**config.mk**
```make
export PLATFORM = sky130hd
export DESIGN_NAME = char_top
export DESIGN_NICKNAME = d
export VERILOG_FILES = /design/src/rtl/char_pkg.sv /design/src/rtl/char_top.sv /design/src/rtl/char_physics.sv /design/src/rtl/char_fsm.sv /design/src/rtl/wall_detect.sv /design/src/rtl/input_sampler.sv
export SDC_FILE = /design/constraint.sdc
export NUM_CORES = 1
export LEC_CHECK = 0
export ABC_AREA = 0
export BUFFER_PORTS_ARGS = -buffer_cell sky130_fd_sc_hd__clkbuf_2
export CAP_MARGIN = 20
export CORE_MARGIN = 1.5
export CORE_UTILIZATION = 35
export CTS_BUF_LIST = sky130_fd_sc_hd__clkbuf_2 sky130_fd_sc_hd__clkbuf_4 sky130_fd_sc_hd__clkbuf_8
export DETAILED_ROUTE_END_ITERATION = 7
export PLACE_DENSITY = 0.59
export SETUP_SLACK_MARGIN = 0.15
export SYNTH_ARGS = -nofsm -noshare
export SYNTH_HDL_FRONTEND = slang
export SYNTH_SLANG_ARGS = --single-unit
```
**constraint.sdc**
```tcl
create_clock -name sys_clk -period 22.1 [get_ports sys_clk]
set_input_delay 4.42 -clock sys_clk [delete_from_list [all_inputs] [get_ports sys_clk]]
set_output_delay 4.42 -clock sys_clk [all_outputs]
set_load 0.01 [all_outputs]
```
**src/rtl/char_pkg.sv**
```systemverilog
package char_pkg;

    // fixed-point format
    localparam int PHY_W  = 17;
    localparam int SMOOTH = 8;              // fraction bits, vel in 1/256 px per tick

    typedef logic signed [PHY_W-1:0] phys_t;

    // --------------------
    // arena limits
    // --------------------
    localparam phys_t FLOOR_Y = phys_t'(20);   // wall height
    localparam phys_t MIN_X   = phys_t'(160);
    localparam phys_t MAX_X   = phys_t'(518);  // left wall 560 minus char width 42

    // --------------------
    // motion constants
    // --------------------
    localparam phys_t MAX_VEL    = phys_t'(58) <<< SMOOTH;
    localparam phys_t GRAVITY    = -(phys_t'(1) <<< SMOOTH);
    localparam phys_t JUMP_VEL_X = phys_t'(2) <<< SMOOTH;
    localparam phys_t JUMP_VEL_Y = phys_t'(6) <<< SMOOTH;

    // jump charge
    localparam logic [15:0] MAX_CHARGE  = 16'd500;
    localparam logic [15:0] CHARGE_STEP = 16'd10;

    // start position, standing on the floor
    localparam phys_t INIT_X = phys_t'(430);
    localparam phys_t INIT_Y = FLOOR_Y;

    // --------------------
    // types
    // --------------------
    typedef enum logic [2:0] {
        IDLE           = 3'd0,
        LEFT           = 3'd1,
        RIGHT          = 3'd2,
        CHARGE         = 3'd3,
        JUMP           = 3'd4,
        COLLISION      = 3'd5,
        FALL_TO_GROUND = 3'd6
    } char_state_e;

    typedef struct packed {
        logic left;
        logic right;
        logic jump;
    } btn_t;

    // character kinematics, all signed fixed width
    typedef struct packed {
        phys_t pos_x;
        phys_t pos_y;
        phys_t vel_x;
        phys_t vel_y;
    } kin_t;

    typedef struct packed {
        logic on_ground;        // resting on the floor line
        logic hit_floor;        // on floor and still moving down
        logic hit_side;         // against either side wall
        logic fall_to_ground;   // landing, was airborne before
    } contact_t;

endpackage
```
**src/rtl/char_top.sv**
```systemverilog
`timescale 1ns/1ps

module char_top (
    input  logic                  sys_clk,
    input  logic                  sys_rst_n,
    input  char_pkg::btn_t        btn,
    input  logic                  char_tick,
    output char_pkg::kin_t        kin,
    output char_pkg::char_state_e state,
    output logic signed [1:0]     face,
    output logic [15:0]           charge_level
);

    char_pkg::btn_t     btn_q;
    char_pkg::contact_t contact;
    logic               tick_q;
    logic               jump_armed;
    logic               in_jump;

    assign in_jump = (state == char_pkg::JUMP);    // clears the armed jump

    input_sampler u_input_sampler (
        .sys_clk    (sys_clk),
        .sys_rst_n  (sys_rst_n),
        .btn        (btn),
        .char_tick  (char_tick),
        .on_ground  (contact.on_ground),
        .in_jump    (in_jump),
        .btn_q      (btn_q),
        .tick_q     (tick_q),
        .jump_armed (jump_armed)
    );

    wall_detect u_wall_detect (
        .sys_clk   (sys_clk),
        .sys_rst_n (sys_rst_n),
        .kin       (kin),
        .contact   (contact)
    );

    char_fsm u_char_fsm (
        .sys_clk      (sys_clk),
        .sys_rst_n    (sys_rst_n),
        .tick_q       (tick_q),
        .btn_q        (btn_q),
        .jump_armed   (jump_armed),
        .contact      (contact),
        .state        (state),
        .face         (face),
        .charge_level (charge_level)
    );

    char_physics u_char_physics (
        .sys_clk      (sys_clk),
        .sys_rst_n    (sys_rst_n),
        .tick_q       (tick_q),
        .state        (state),
        .face         (face),
        .charge_level (charge_level),
        .contact      (contact),
        .kin          (kin)
    );

endmodule

```
**src/rtl/char_physics.sv**
```systemverilog
`timescale 1ns/1ps

module char_physics (
    input  logic                  sys_clk,
    input  logic                  sys_rst_n,
    input  logic                  tick_q,
    input  char_pkg::char_state_e state,
    input  logic signed [1:0]     face,
    input  logic [15:0]           charge_level,
    input  char_pkg::contact_t    contact,
    output char_pkg::kin_t        kin
);

    char_pkg::phys_t boost;
    char_pkg::phys_t jump_x;
    char_pkg::phys_t vx;
    char_pkg::phys_t vy;
    char_pkg::phys_t vx_n;
    char_pkg::phys_t vy_n;
    char_pkg::phys_t step;
    char_pkg::phys_t px;
    char_pkg::phys_t py;

    function automatic char_pkg::phys_t clamp_vel(input char_pkg::phys_t v);
        if (v > char_pkg::MAX_VEL) begin
            return char_pkg::MAX_VEL;
        end else if (v < -char_pkg::MAX_VEL) begin
            return -char_pkg::MAX_VEL;
        end
        return v;
    endfunction

    // --------------------
    // velocity
    // --------------------
    always_comb begin
        // octal digits of the charge, 256*d2 + 64*d1 + 32 + 32*d0
        boost = {6'b0, charge_level[8:6], 8'b0}
              + {8'b0, charge_level[5:3], 6'b100000}
              + {9'b0, charge_level[2:0], 5'b0};
        jump_x = char_pkg::JUMP_VEL_X + (boost >>> 2) + (boost >>> 3);

        vx = kin.vel_x;
        vy = kin.vel_y;
        if (contact.fall_to_ground) begin
            vx = '0;
            vy = '0;
        end else if (contact.hit_side) begin
            vx = -((kin.vel_x >>> 1) + (kin.vel_x >>> 2));    // 3/4 back
        end else if (state == char_pkg::JUMP) begin
            vx = (face < 0) ? -jump_x : jump_x;
            vy = char_pkg::JUMP_VEL_Y + boost;
        end

        if (!contact.on_ground) begin
            vy = vy + char_pkg::GRAVITY;
        end

        vx_n = clamp_vel(vx);
        vy_n = clamp_vel(vy);
    end

    // --------------------
    // position
    // --------------------
    always_comb begin
        case (state)
            char_pkg::LEFT:  step = char_pkg::phys_t'(1);
            char_pkg::RIGHT: step = -char_pkg::phys_t'(1);
            default:         step = '0;
        endcase

        px = kin.pos_x + step + (vx_n >>> char_pkg::SMOOTH);
        py = kin.pos_y + (vy_n >>> char_pkg::SMOOTH);

        if (px > char_pkg::MAX_X) begin
            px = char_pkg::MAX_X;
        end else if (px < char_pkg::MIN_X) begin
            px = char_pkg::MIN_X;
        end
        if (py < char_pkg::FLOOR_Y) begin
            py = char_pkg::FLOOR_Y;     // never sink into the floor
        end
    end

    always_ff @(posedge sys_clk or negedge sys_rst_n) begin
        if (!sys_rst_n) begin
            kin.pos_x <= char_pkg::INIT_X;
            kin.pos_y <= char_pkg::INIT_Y;
            kin.vel_x <= '0;
            kin.vel_y <= '0;
        end else if (tick_q) begin
            kin.pos_x <= px;
            kin.pos_y <= py;
            kin.vel_x <= vx_n;
            kin.vel_y <= vy_n;
        end
    end

endmodule

```
**src/rtl/char_fsm.sv**
```systemverilog
`timescale 1ns/1ps

module char_fsm (
    input  logic                  sys_clk,
    input  logic                  sys_rst_n,
    input  logic                  tick_q,
    input  char_pkg::btn_t        btn_q,
    input  logic                  jump_armed,
    input  char_pkg::contact_t    contact,
    output char_pkg::char_state_e state,
    output logic signed [1:0]     face,
    output logic [15:0]           charge_level
);

    char_pkg::char_state_e next_state;
    logic                  max_charge;

    assign max_charge = (charge_level >= char_pkg::MAX_CHARGE);

    // --------------------
    // next state
    // --------------------
    // contacts win over anything the buttons ask for
    always_comb begin
        next_state = char_pkg::IDLE;
        if (contact.fall_to_ground) begin
            next_state = char_pkg::FALL_TO_GROUND;
        end else if (contact.hit_side) begin
            next_state = char_pkg::COLLISION;
        end else begin
            case (state)
                char_pkg::IDLE, char_pkg::LEFT, char_pkg::RIGHT: begin
                    if (contact.on_ground) begin
                        if (btn_q.left) begin
                            next_state = char_pkg::LEFT;
                        end else if (btn_q.right) begin
                            next_state = char_pkg::RIGHT;
                        end else if (jump_armed) begin
                            next_state = char_pkg::CHARGE;
                        end else begin
                            next_state = char_pkg::IDLE;
                        end
                    end
                end
                char_pkg::CHARGE: begin
                    // release or full charge launches
                    if (!btn_q.jump || max_charge) begin
                        next_state = char_pkg::JUMP;
                    end else begin
                        next_state = char_pkg::CHARGE;
                    end
                end
                default: begin
                    next_state = char_pkg::IDLE;   // jump, collision, landing
                end
            endcase
        end
    end

    always_ff @(posedge sys_clk or negedge sys_rst_n) begin
        if (!sys_rst_n) begin
            state <= char_pkg::IDLE;
        end else if (tick_q) begin
            state <= next_state;
        end
    end

    // --------------------
    // charge and facing
    // --------------------
    always_ff @(posedge sys_clk or negedge sys_rst_n) begin
        if (!sys_rst_n) begin
            charge_level <= 16'd1;
            face         <= 2'sd1;
        end else if (tick_q) begin
            if (state == char_pkg::CHARGE) begin
                charge_level <= charge_level + char_pkg::CHARGE_STEP;
            end else if (state == char_pkg::JUMP) begin
                charge_level <= 16'd1;
            end

            if (contact.hit_side) begin
                face <= -face;          // turn around off the wall
            end else if (state == char_pkg::LEFT) begin
                face <= 2'sd1;
            end else if (state == char_pkg::RIGHT) begin
                face <= -2'sd1;
            end
        end
    end

endmodule

```
**src/rtl/wall_detect.sv**
```systemverilog
`timescale 1ns/1ps

module wall_detect (
    input  logic               sys_clk,
    input  logic               sys_rst_n,
    input  char_pkg::kin_t     kin,
    output char_pkg::contact_t contact
);

    char_pkg::phys_t last_y;        // pos_y seen on the previous cycle
    logic            prev_ground;   // ground bit from before the latest move

    logic ground_now;
    logic moving_down;
    logic moved;
    logic ground_before;

    always_comb begin
        ground_now  = (kin.pos_y == char_pkg::FLOOR_Y);
        moving_down = (kin.vel_y < 0);
        moved       = (kin.pos_y != last_y);

        // kin only moves on a tick, so a change marks the tick boundary
        ground_before = moved ? (last_y == char_pkg::FLOOR_Y) : prev_ground;
    end

    // --------------------
    // tracking
    // --------------------
    always_ff @(posedge sys_clk or negedge sys_rst_n) begin
        if (!sys_rst_n) begin
            last_y      <= char_pkg::INIT_Y;
            prev_ground <= 1'b1;    // starts standing
        end else begin
            last_y      <= kin.pos_y;
            prev_ground <= ground_before;
        end
    end

    // --------------------
    // contact register
    // --------------------
    always_ff @(posedge sys_clk or negedge sys_rst_n) begin
        if (!sys_rst_n) begin
            contact <= '{on_ground: 1'b1, default: 1'b0};
        end else begin
            contact.on_ground      <= ground_now;
            contact.hit_floor      <= ground_now && moving_down;
            contact.hit_side       <= (kin.pos_x <= char_pkg::MIN_X) ||
                                      (kin.pos_x >= char_pkg::MAX_X);
            contact.fall_to_ground <= ground_now && moving_down && !ground_before;
        end
    end

endmodule

```
**src/rtl/input_sampler.sv**
```systemverilog
`timescale 1ns/1ps

module input_sampler (
    input  logic           sys_clk,
    input  logic           sys_rst_n,
    input  char_pkg::btn_t btn,
    input  logic           char_tick,
    input  logic           on_ground,
    input  logic           in_jump,
    output char_pkg::btn_t btn_q,
    output logic           tick_q,
    output logic           jump_armed
);

    logic jump_edge;

    // rising edge against the registered copy
    assign jump_edge = btn.jump & ~btn_q.jump;

    always_ff @(posedge sys_clk or negedge sys_rst_n) begin
        if (!sys_rst_n) begin
            btn_q  <= '0;
            tick_q <= 1'b0;
        end else begin
            btn_q  <= btn;
            tick_q <= char_tick;    // all motion steps on this delayed strobe
        end
    end

    // --------------------
    // jump edge latch
    // --------------------
    // an edge only counts while standing, airborne presses are dropped
    always_ff @(posedge sys_clk or negedge sys_rst_n) begin
        if (!sys_rst_n) begin
            jump_armed <= 1'b0;
        end else if (jump_edge && on_ground) begin
            jump_armed <= 1'b1;
        end else if (in_jump) begin
            jump_armed <= 1'b0;     // consumed by the launch
        end
    end

endmodule

```
Word-level counts from Yosys, hierarchy flattened

Cells that the tools add are included.

Register bits: 115
Input bits: 6
Logic and storage cells: 104

Add/sub/neg operators: 14
Order comparisons: 12
Eq/ne operators: 7
Multiplexer cells: 38
Bitwise operators: 2
Reductions and logical operators: 14

Operator list:

| kind                                                                              | count |
|---|---|
| 17-bit two-way mux                                                                | 17 |
| 17-bit by 9-bit adder with 17-bit output                                          | 2 |
| 17-bit by 6-bit == test with 1-bit output, second input constant                  | 2 |
| 17-bit by 15-bit greater-than comparator with 1-bit output, second input constant | 2 |
| 17-bit by 15-bit < comparator with 1-bit output, second input constant            | 2 |
| 17-bit negation                                                                   | 2 |
| 17-bit one-hot mux with 2 select lines                                            | 1 |
| 16-bit two-way mux                                                                | 2 |
| 3-bit two-way mux                                                                 | 6 |
| 12-bit by 17-bit adder with 17-bit output, first input constant                   | 1 |
| 16-bit by 11-bit adder with 17-bit output                                         | 1 |
| 16-bit by 15-bit adder with 17-bit output                                         | 1 |
| 17-bit adder                                                                      | 1 |
| 17-bit by 9-bit adder with 17-bit output, second input constant                   | 1 |
| 17-bit by 11-bit >= comparator with 1-bit output, second input constant           | 1 |
| 17-bit by 11-bit greater-than comparator with 1-bit output, second input constant | 1 |
| 17-bit by 9-bit <= comparator with 1-bit output, second input constant            | 1 |
| 17-bit by 1-bit < comparator with 1-bit output, second input constant             | 1 |
| 17-bit by 6-bit < comparator with 1-bit output, second input constant             | 1 |
| 17-bit by 9-bit < comparator with 1-bit output, second input constant             | 1 |
| 17-bit inequality test                                                            | 1 |
| 16-bit by 4-bit adder with 16-bit output, second input constant                   | 1 |
| 16-bit by 9-bit >= comparator with 1-bit output, second input constant            | 1 |
| 12-bit by 8-bit adder with 13-bit output                                          | 1 |
| 20 further kinds                                                                  | 36 |

Depth between registers and ports, before layout

Word-level depth: 17
Gate-level depth with buffers: 35

Hierarchy

From an unflattened synthesis, not the netlist that was laid out.

Cell total of the unflattened synthesis: 1041
Area, all modules: 9656.8 µm²

Modules (own cells, without submodules):

| module        | times used | cells each | area an instance (µm²) | seq. area each (µm²) |
|---|---|---|---|---|
| char_physics  | 1          | 830        | 7377.1                 | 1711.6 |
| char_fsm      | 1          | 130        | 1201.2                 | 528.0 |
| wall_detect   | 1          | 72         | 920.9                  | 555.5 |
| input_sampler | 1          | 8          | 145.1                  | 125.1 |
| char_top      | 1          | 1          | 12.5                   | 0.0 |

Least setup slack after synthesis

OpenSTA, ideal clock, no wires.

Path kind: flip-flop to flip-flop
Start: register u_char_fsm.charge_level[1]
End: register u_char_physics.kin[66] (netlist name)
Arrival time: 7.666 ns
Required time: 22.017 ns
Setup slack: 14.351 ns
Cell stages (with the launch flop): 34
Cells stage by stage: dfrtp_1 ha_1 a21o_1 a21oi_1 nor2b_1 o21ai_0 xnor2_1 ha_1 inv_1 nor4_2 nor4_4 nor4_4 and4_4 nand2b_4 or3_1 a211o_2 and2_4 buf_6 nand3_1 fa_1 ha_1 fa_1 a21o_1 a21oi_1 o21a_1 o21ai_0 or2_2 a31oi_1 mux2i_1 nor4b_1 ha_1 nor2_1 nand2_1 o22ai_1

Cells in the longest elaborated chain, start to end: 16

Ends and longest elaborated chain:

| what                                            | RTL line           | source |
|---|---|---|
| from (decl)                                     | char_fsm.sv:12     | `output logic [15:0] charge_level` |
| from (signal assigned)                          | char_fsm.sv:77     | `charge_level <= charge_level + char_pkg::CHARGE_STEP;` |
| 12-bit by 8-bit adder with 13-bit output *      | char_physics.sv:40 | `+ {9'b0, charge_level[2:0], 5'b0};` |
| 10-bit by 11-bit adder with 12-bit output       | char_physics.sv:41 | `jump_x = char_pkg::JUMP_VEL_X + (boost >>> 2) + (boost >>> 3);` |
| 16-bit by 11-bit adder with 17-bit output *     | char_physics.sv:41 |  |
| 17-bit negation                                 | char_physics.sv:51 | `vx = (face < 0) ? -jump_x : jump_x;` |
| 17-bit two-way mux *                            | char_physics.sv:51 |  |
| 17-bit two-way mux *                            | char_physics.sv:50 | `end else if (state == char_pkg::JUMP) begin` |
| 17-bit two-way mux *                            | char_physics.sv:48 | `end else if (contact.hit_side) begin` |
| 17-bit two-way mux *                            | char_physics.sv:45 | `if (contact.fall_to_ground) begin` |
| 17-bit by 15-bit < comparator with 1-bit output | char_physics.sv:27 | `end else if (v < -char_pkg::MAX_VEL) begin` |
| 1-bit two-way mux                               | char_physics.sv:27 |  |
| 1-bit two-way mux                               | char_physics.sv:25 | `if (v > char_pkg::MAX_VEL) begin` |
| 17-bit two-way mux *                            | char_physics.sv:30 | `return v;` |
| named net u_char_physics.vx_n[9]                | char_physics.sv:18 | `char_pkg::phys_t vx_n;` |
| 17-bit by 9-bit adder with 17-bit output *      | char_physics.sv:73 | `px = kin.pos_x + step + (vx_n >>> char_pkg::SMOOTH);` |
| 17-bit by 9-bit < comparator with 1-bit output  | char_physics.sv:78 | `end else if (px < char_pkg::MIN_X) begin` |
| 17-bit two-way mux                              | char_physics.sv:78 |  |
| 17-bit two-way mux *                            | char_physics.sv:76 | `if (px > char_pkg::MAX_X) begin` |

Mark *: on every way through the listed nets, which the timed path passes. The rest lies on a longest branch.
A chain may end at the register's enable or synchronous reset.

Worst setup path after layout

Start: register u_char_fsm.charge_level[1]
End: register u_char_physics.kin[64] (netlist name)

Cells in the longest elaborated chain, start to end: 16

Ends and longest elaborated chain:

| what                                            | RTL line |
|---|---|
| 12-bit by 8-bit adder with 13-bit output *      | char_physics.sv:40 |
| 10-bit by 11-bit adder with 12-bit output       | char_physics.sv:41 |
| 16-bit by 11-bit adder with 17-bit output *     | char_physics.sv:41 |
| 17-bit negation                                 | char_physics.sv:51 |
| 17-bit two-way mux *                            | char_physics.sv:51 |
| 17-bit two-way mux *                            | char_physics.sv:50 |
| 17-bit two-way mux *                            | char_physics.sv:48 |
| 17-bit two-way mux *                            | char_physics.sv:45 |
| 17-bit by 15-bit < comparator with 1-bit output | char_physics.sv:27 |
| 1-bit two-way mux                               | char_physics.sv:27 |
| 1-bit two-way mux                               | char_physics.sv:25 |
| 17-bit two-way mux *                            | char_physics.sv:30 |
| named net u_char_physics.vx_n[9]                | char_physics.sv:18 |
| 17-bit by 9-bit adder with 17-bit output *      | char_physics.sv:73 |
| 17-bit by 9-bit < comparator with 1-bit output  | char_physics.sv:78 |
| 17-bit two-way mux                              | char_physics.sv:78 |
| 17-bit two-way mux *                            | char_physics.sv:76 |

Marks and branches as above.

==> summary.txt <==
Clock network
  – CTS tree: yes
  – Clk Latency, worst-skew pair: approximately 0.45 ns
  – Reg clk slew, reported paths: 0.09 ns
  – CTS resizes: 0
  – Hold_buf cts: 0
  – Root buf cell: clkbuf_8
  – CTS Sinks: about 120
  – Clock Tree Buf Depth: 2
  – Post-CTS Setup Inserts: 0
  – Number of buffers created by CTS: 17
  – H-tree depth: 4

Routing
  – Vias: 8253
  – Routed wire length: ~27 mm
  – WL/cell: between 15 and 20 um
  – DRT iter0 DRCs: approximately 450
  – Residual DRC: 0
  – DR vias/cell: around 5.5
  – DRT antenna net count: 0
  – Drt first pass iters: 5

Timing
  – Tightest Pin Transition: 0.890 ns
  – RSZ-0062 raised after global routing: false
  – Max_slew headroom: 0.406
  – Setup WS post-layout: 13.42 ns
  – Setup-failing EPs final: 0
  – Final Slew Violations: 0
  – Setup Skew: about 0.015 ns
  – Final Hold Viols: 0
  – FMAX: 115 MHz
  – Fin crit share: 0.393
  – Setup tns final: 0 ns
  – Fin crit period: between 8 and 9 ns

Place
  – RD Place Congestion: between 0.9 and 1
  – DP Area: between 0.01 and 0.015 mm^2
  – Buffers on Ports: 94
  – DP Worst Slack: about 13 ns
  – Post-detail-place hpwl: about 20 mm

Synth
  – Post-synth EDFFs: 0
  – Seq cells post-synth: 115
  – Register area share after synthesis: 0.300
  – FFs w/ async S/R, synth: 1.00
  – Post-synth cell types: 106
  – Cell count after synthesis: approximately 1100
  – Post-synth top area share: 0.262
  – Syn_nets: about 1200
  – Ys Warns: 0
  – Commonest cells in the netlist: nor2_1 (102), dfrtp_1 (101), inv_1 (89)
  – Top-count cell post-synth: nor2_1
  – Syn Area/Cell: a little over 9 um^2
  – Top area cells in the synthesized netlist: dfrtp_1 (26%), ha_1 (10%), xnor2_1 (5.0%)
  – Synth Flop Type: dfrtp_1
  – Netlist Area Pre-Place: 0.00966 mm^2
  – Synth area leader: dfrtp_1

GRT
  – Total track usage: 0.192
  – Vias in the first global route: around 8200
  – Grt ovf: 0
  – Pin count of the biggest net entering global routing: 80
  – Antenna violations before repair: 0
  – First-pass GRT wire length: ~43 mm

Floorplan
  – Die Area: between 0.02 and 0.03 mm^2
  – Core area: between 0.02 and 0.03 mm^2
  – Initial Utilization: 0.357
  – Die height: 169 um
  – Die width: 169 um
  – Row count: 60
  – # IOs: 95

Critical path
  – Crit path kind: register to register
  – Crit start category: register
  – Delay of the slowest critical-path stage: around 0.5 ns
  – Crit path required time: roughly 22 ns
  – FF-to-FF path depth: 32
  – Arrival time worst endpoint: ~9 ns
  – Crit path max fanout: 8
  – Critical path endpoint category: register
  – Cell repeated most along the worst path: ha_1
  – Cell at the slowest stage of the critical path: fa_1

Worst hold path
  – Worst hold path cell count: 0
  – Hold Path Class: register to register

Cells and area
  – Nets@finish: between 1000 and 1500
  – Share of cells above drive strength 1: 0.187
  – Post-layout util: 0.403
  – Area Overhead vs Synth: 12.7%
  – Fin area: about 0.011 mm^2
  – # diodes: 0

Run status
  – Outcome: finished clean

Job
  – Max Cap Violations: 0
## layout make-up
type                       instances  area, um^2
fill                            2697       16100
multi-input combinational        818        6270
sequential                       115        2900
timing repair buffer             101         526
tap                              341         427
inverter                          92         345
clock buffer                      17         234
clock inverter                    15         194
## layer usage
metal | track usage | up-vias | wire, um
met5 | 0 | - | 0
met4 | 0.0527 | 0 | 429
met3 | 0.0340 | 23 | 1130
met2 | 0.306 | 186 | 12300
met1 | 0.268 | 4010 | 13200
li1 | - | 4034 | -
## critical path, delay by kind of cell (launching register included)
kind / cells / cell delay (ns)
multiplexers: 1 / 0.30
XOR/XNOR: 2 / 0.43
AND/OR/NAND/NOR: 8 / 1.60
flip-flops: 1 / 0.49
AO/OA/AOI/OAI: 15 / 3.50
adder cells (fa/ha/maj): 6 / 2.26
## stage by stage
step	instances	hold WS, ns
2_1_floorplan	1059	0.403
3_3_place_gp	1467	0.411
3_5_place_dp	1467	0.414
4_1_cts	1499	0.426
5_1_grt	1499	0.428
6_report	1499	0.426
## path summary, 6_finish.rpt
path	endpoint	slack, ns	start
worst min register to register	u_wall_detect.last_y[4]$_DFF_PN1_	0.43	u_char_physics.kin[38]$_DFFE_PN1P_
worst max-delay path	u_char_physics.kin[64]$_DFFE_PN0P_	13.42	u_char_fsm.charge_level[1]$_DFFE_PN0P_
max in group asynchronous	u_input_sampler.tick_q$_DFF_PN0_	16.76	sys_rst_n
min in group asynchronous	u_char_fsm.state[2]$_DFFE_PN0P_	3.99	sys_rst_n
worst min-delay path	u_wall_detect.last_y[4]$_DFF_PN1_	0.43	u_char_physics.kin[38]$_DFFE_PN1P_
worst max register to register	u_char_physics.kin[64]$_DFFE_PN0P_	13.42	u_char_fsm.charge_level[1]$_DFFE_PN0P_
## registers in the layout, summed over array words and instances (netlist names)
name,cells
u_wall_detect.contact,3
u_char_fsm.charge_level,16
u_wall_detect.last_y,17
u_input_sampler.jump_armed,1
u_char_fsm.state,3
u_char_fsm.face,2
u_char_physics.kin,68
u_input_sampler.tick_q,1
u_wall_detect.prev_ground,1
u_input_sampler.btn_q,3
## logic make-up after synthesis
| kind of cell | count (synthesis) | synth area share |
|---|---|---|
| flip-flops | 115 | 0.300 |
| multiplexers | 10 | 0.0113 |
| AO/OA/AOI/OAI | 301 | 0.240 |
| XOR/XNOR | 83 | 0.0768 |
| AND/OR/NAND/NOR | 325 | 0.176 |
| buffers and inverters | 126 | 0.0515 |
| adder cells (fa/ha/maj) | 99 | 0.145 |
## cell usage in the layout, fill, tap and decap left out, drive strengths merged, types with 7 or more instances in the layout
cell / count
a211oi: 10
a21o: 12
a21oi: 57
a31oi: 15
and2: 12
and3: 7
buf: 8
clkbuf: 110
dfrtp: 101
dfstp: 14
fa: 21
ha: 78
inv: 97
mux2: 7
nand2: 74
nand2b: 12
nand3: 24
nand4: 10
nor2: 103
nor2b: 11
nor3: 16
nor4: 20
o211ai: 8
o21a: 10
o21ai: 60
o21bai: 11
o22ai: 15
o2bb2ai: 11
o32ai: 9
o41ai: 8
or2: 7
or3: 11
xnor2: 57
xor2: 26
Power is left out: the tool's default activity adds up to more than one toggle a clock period on the data nets, which glitch-free logic cannot reach.
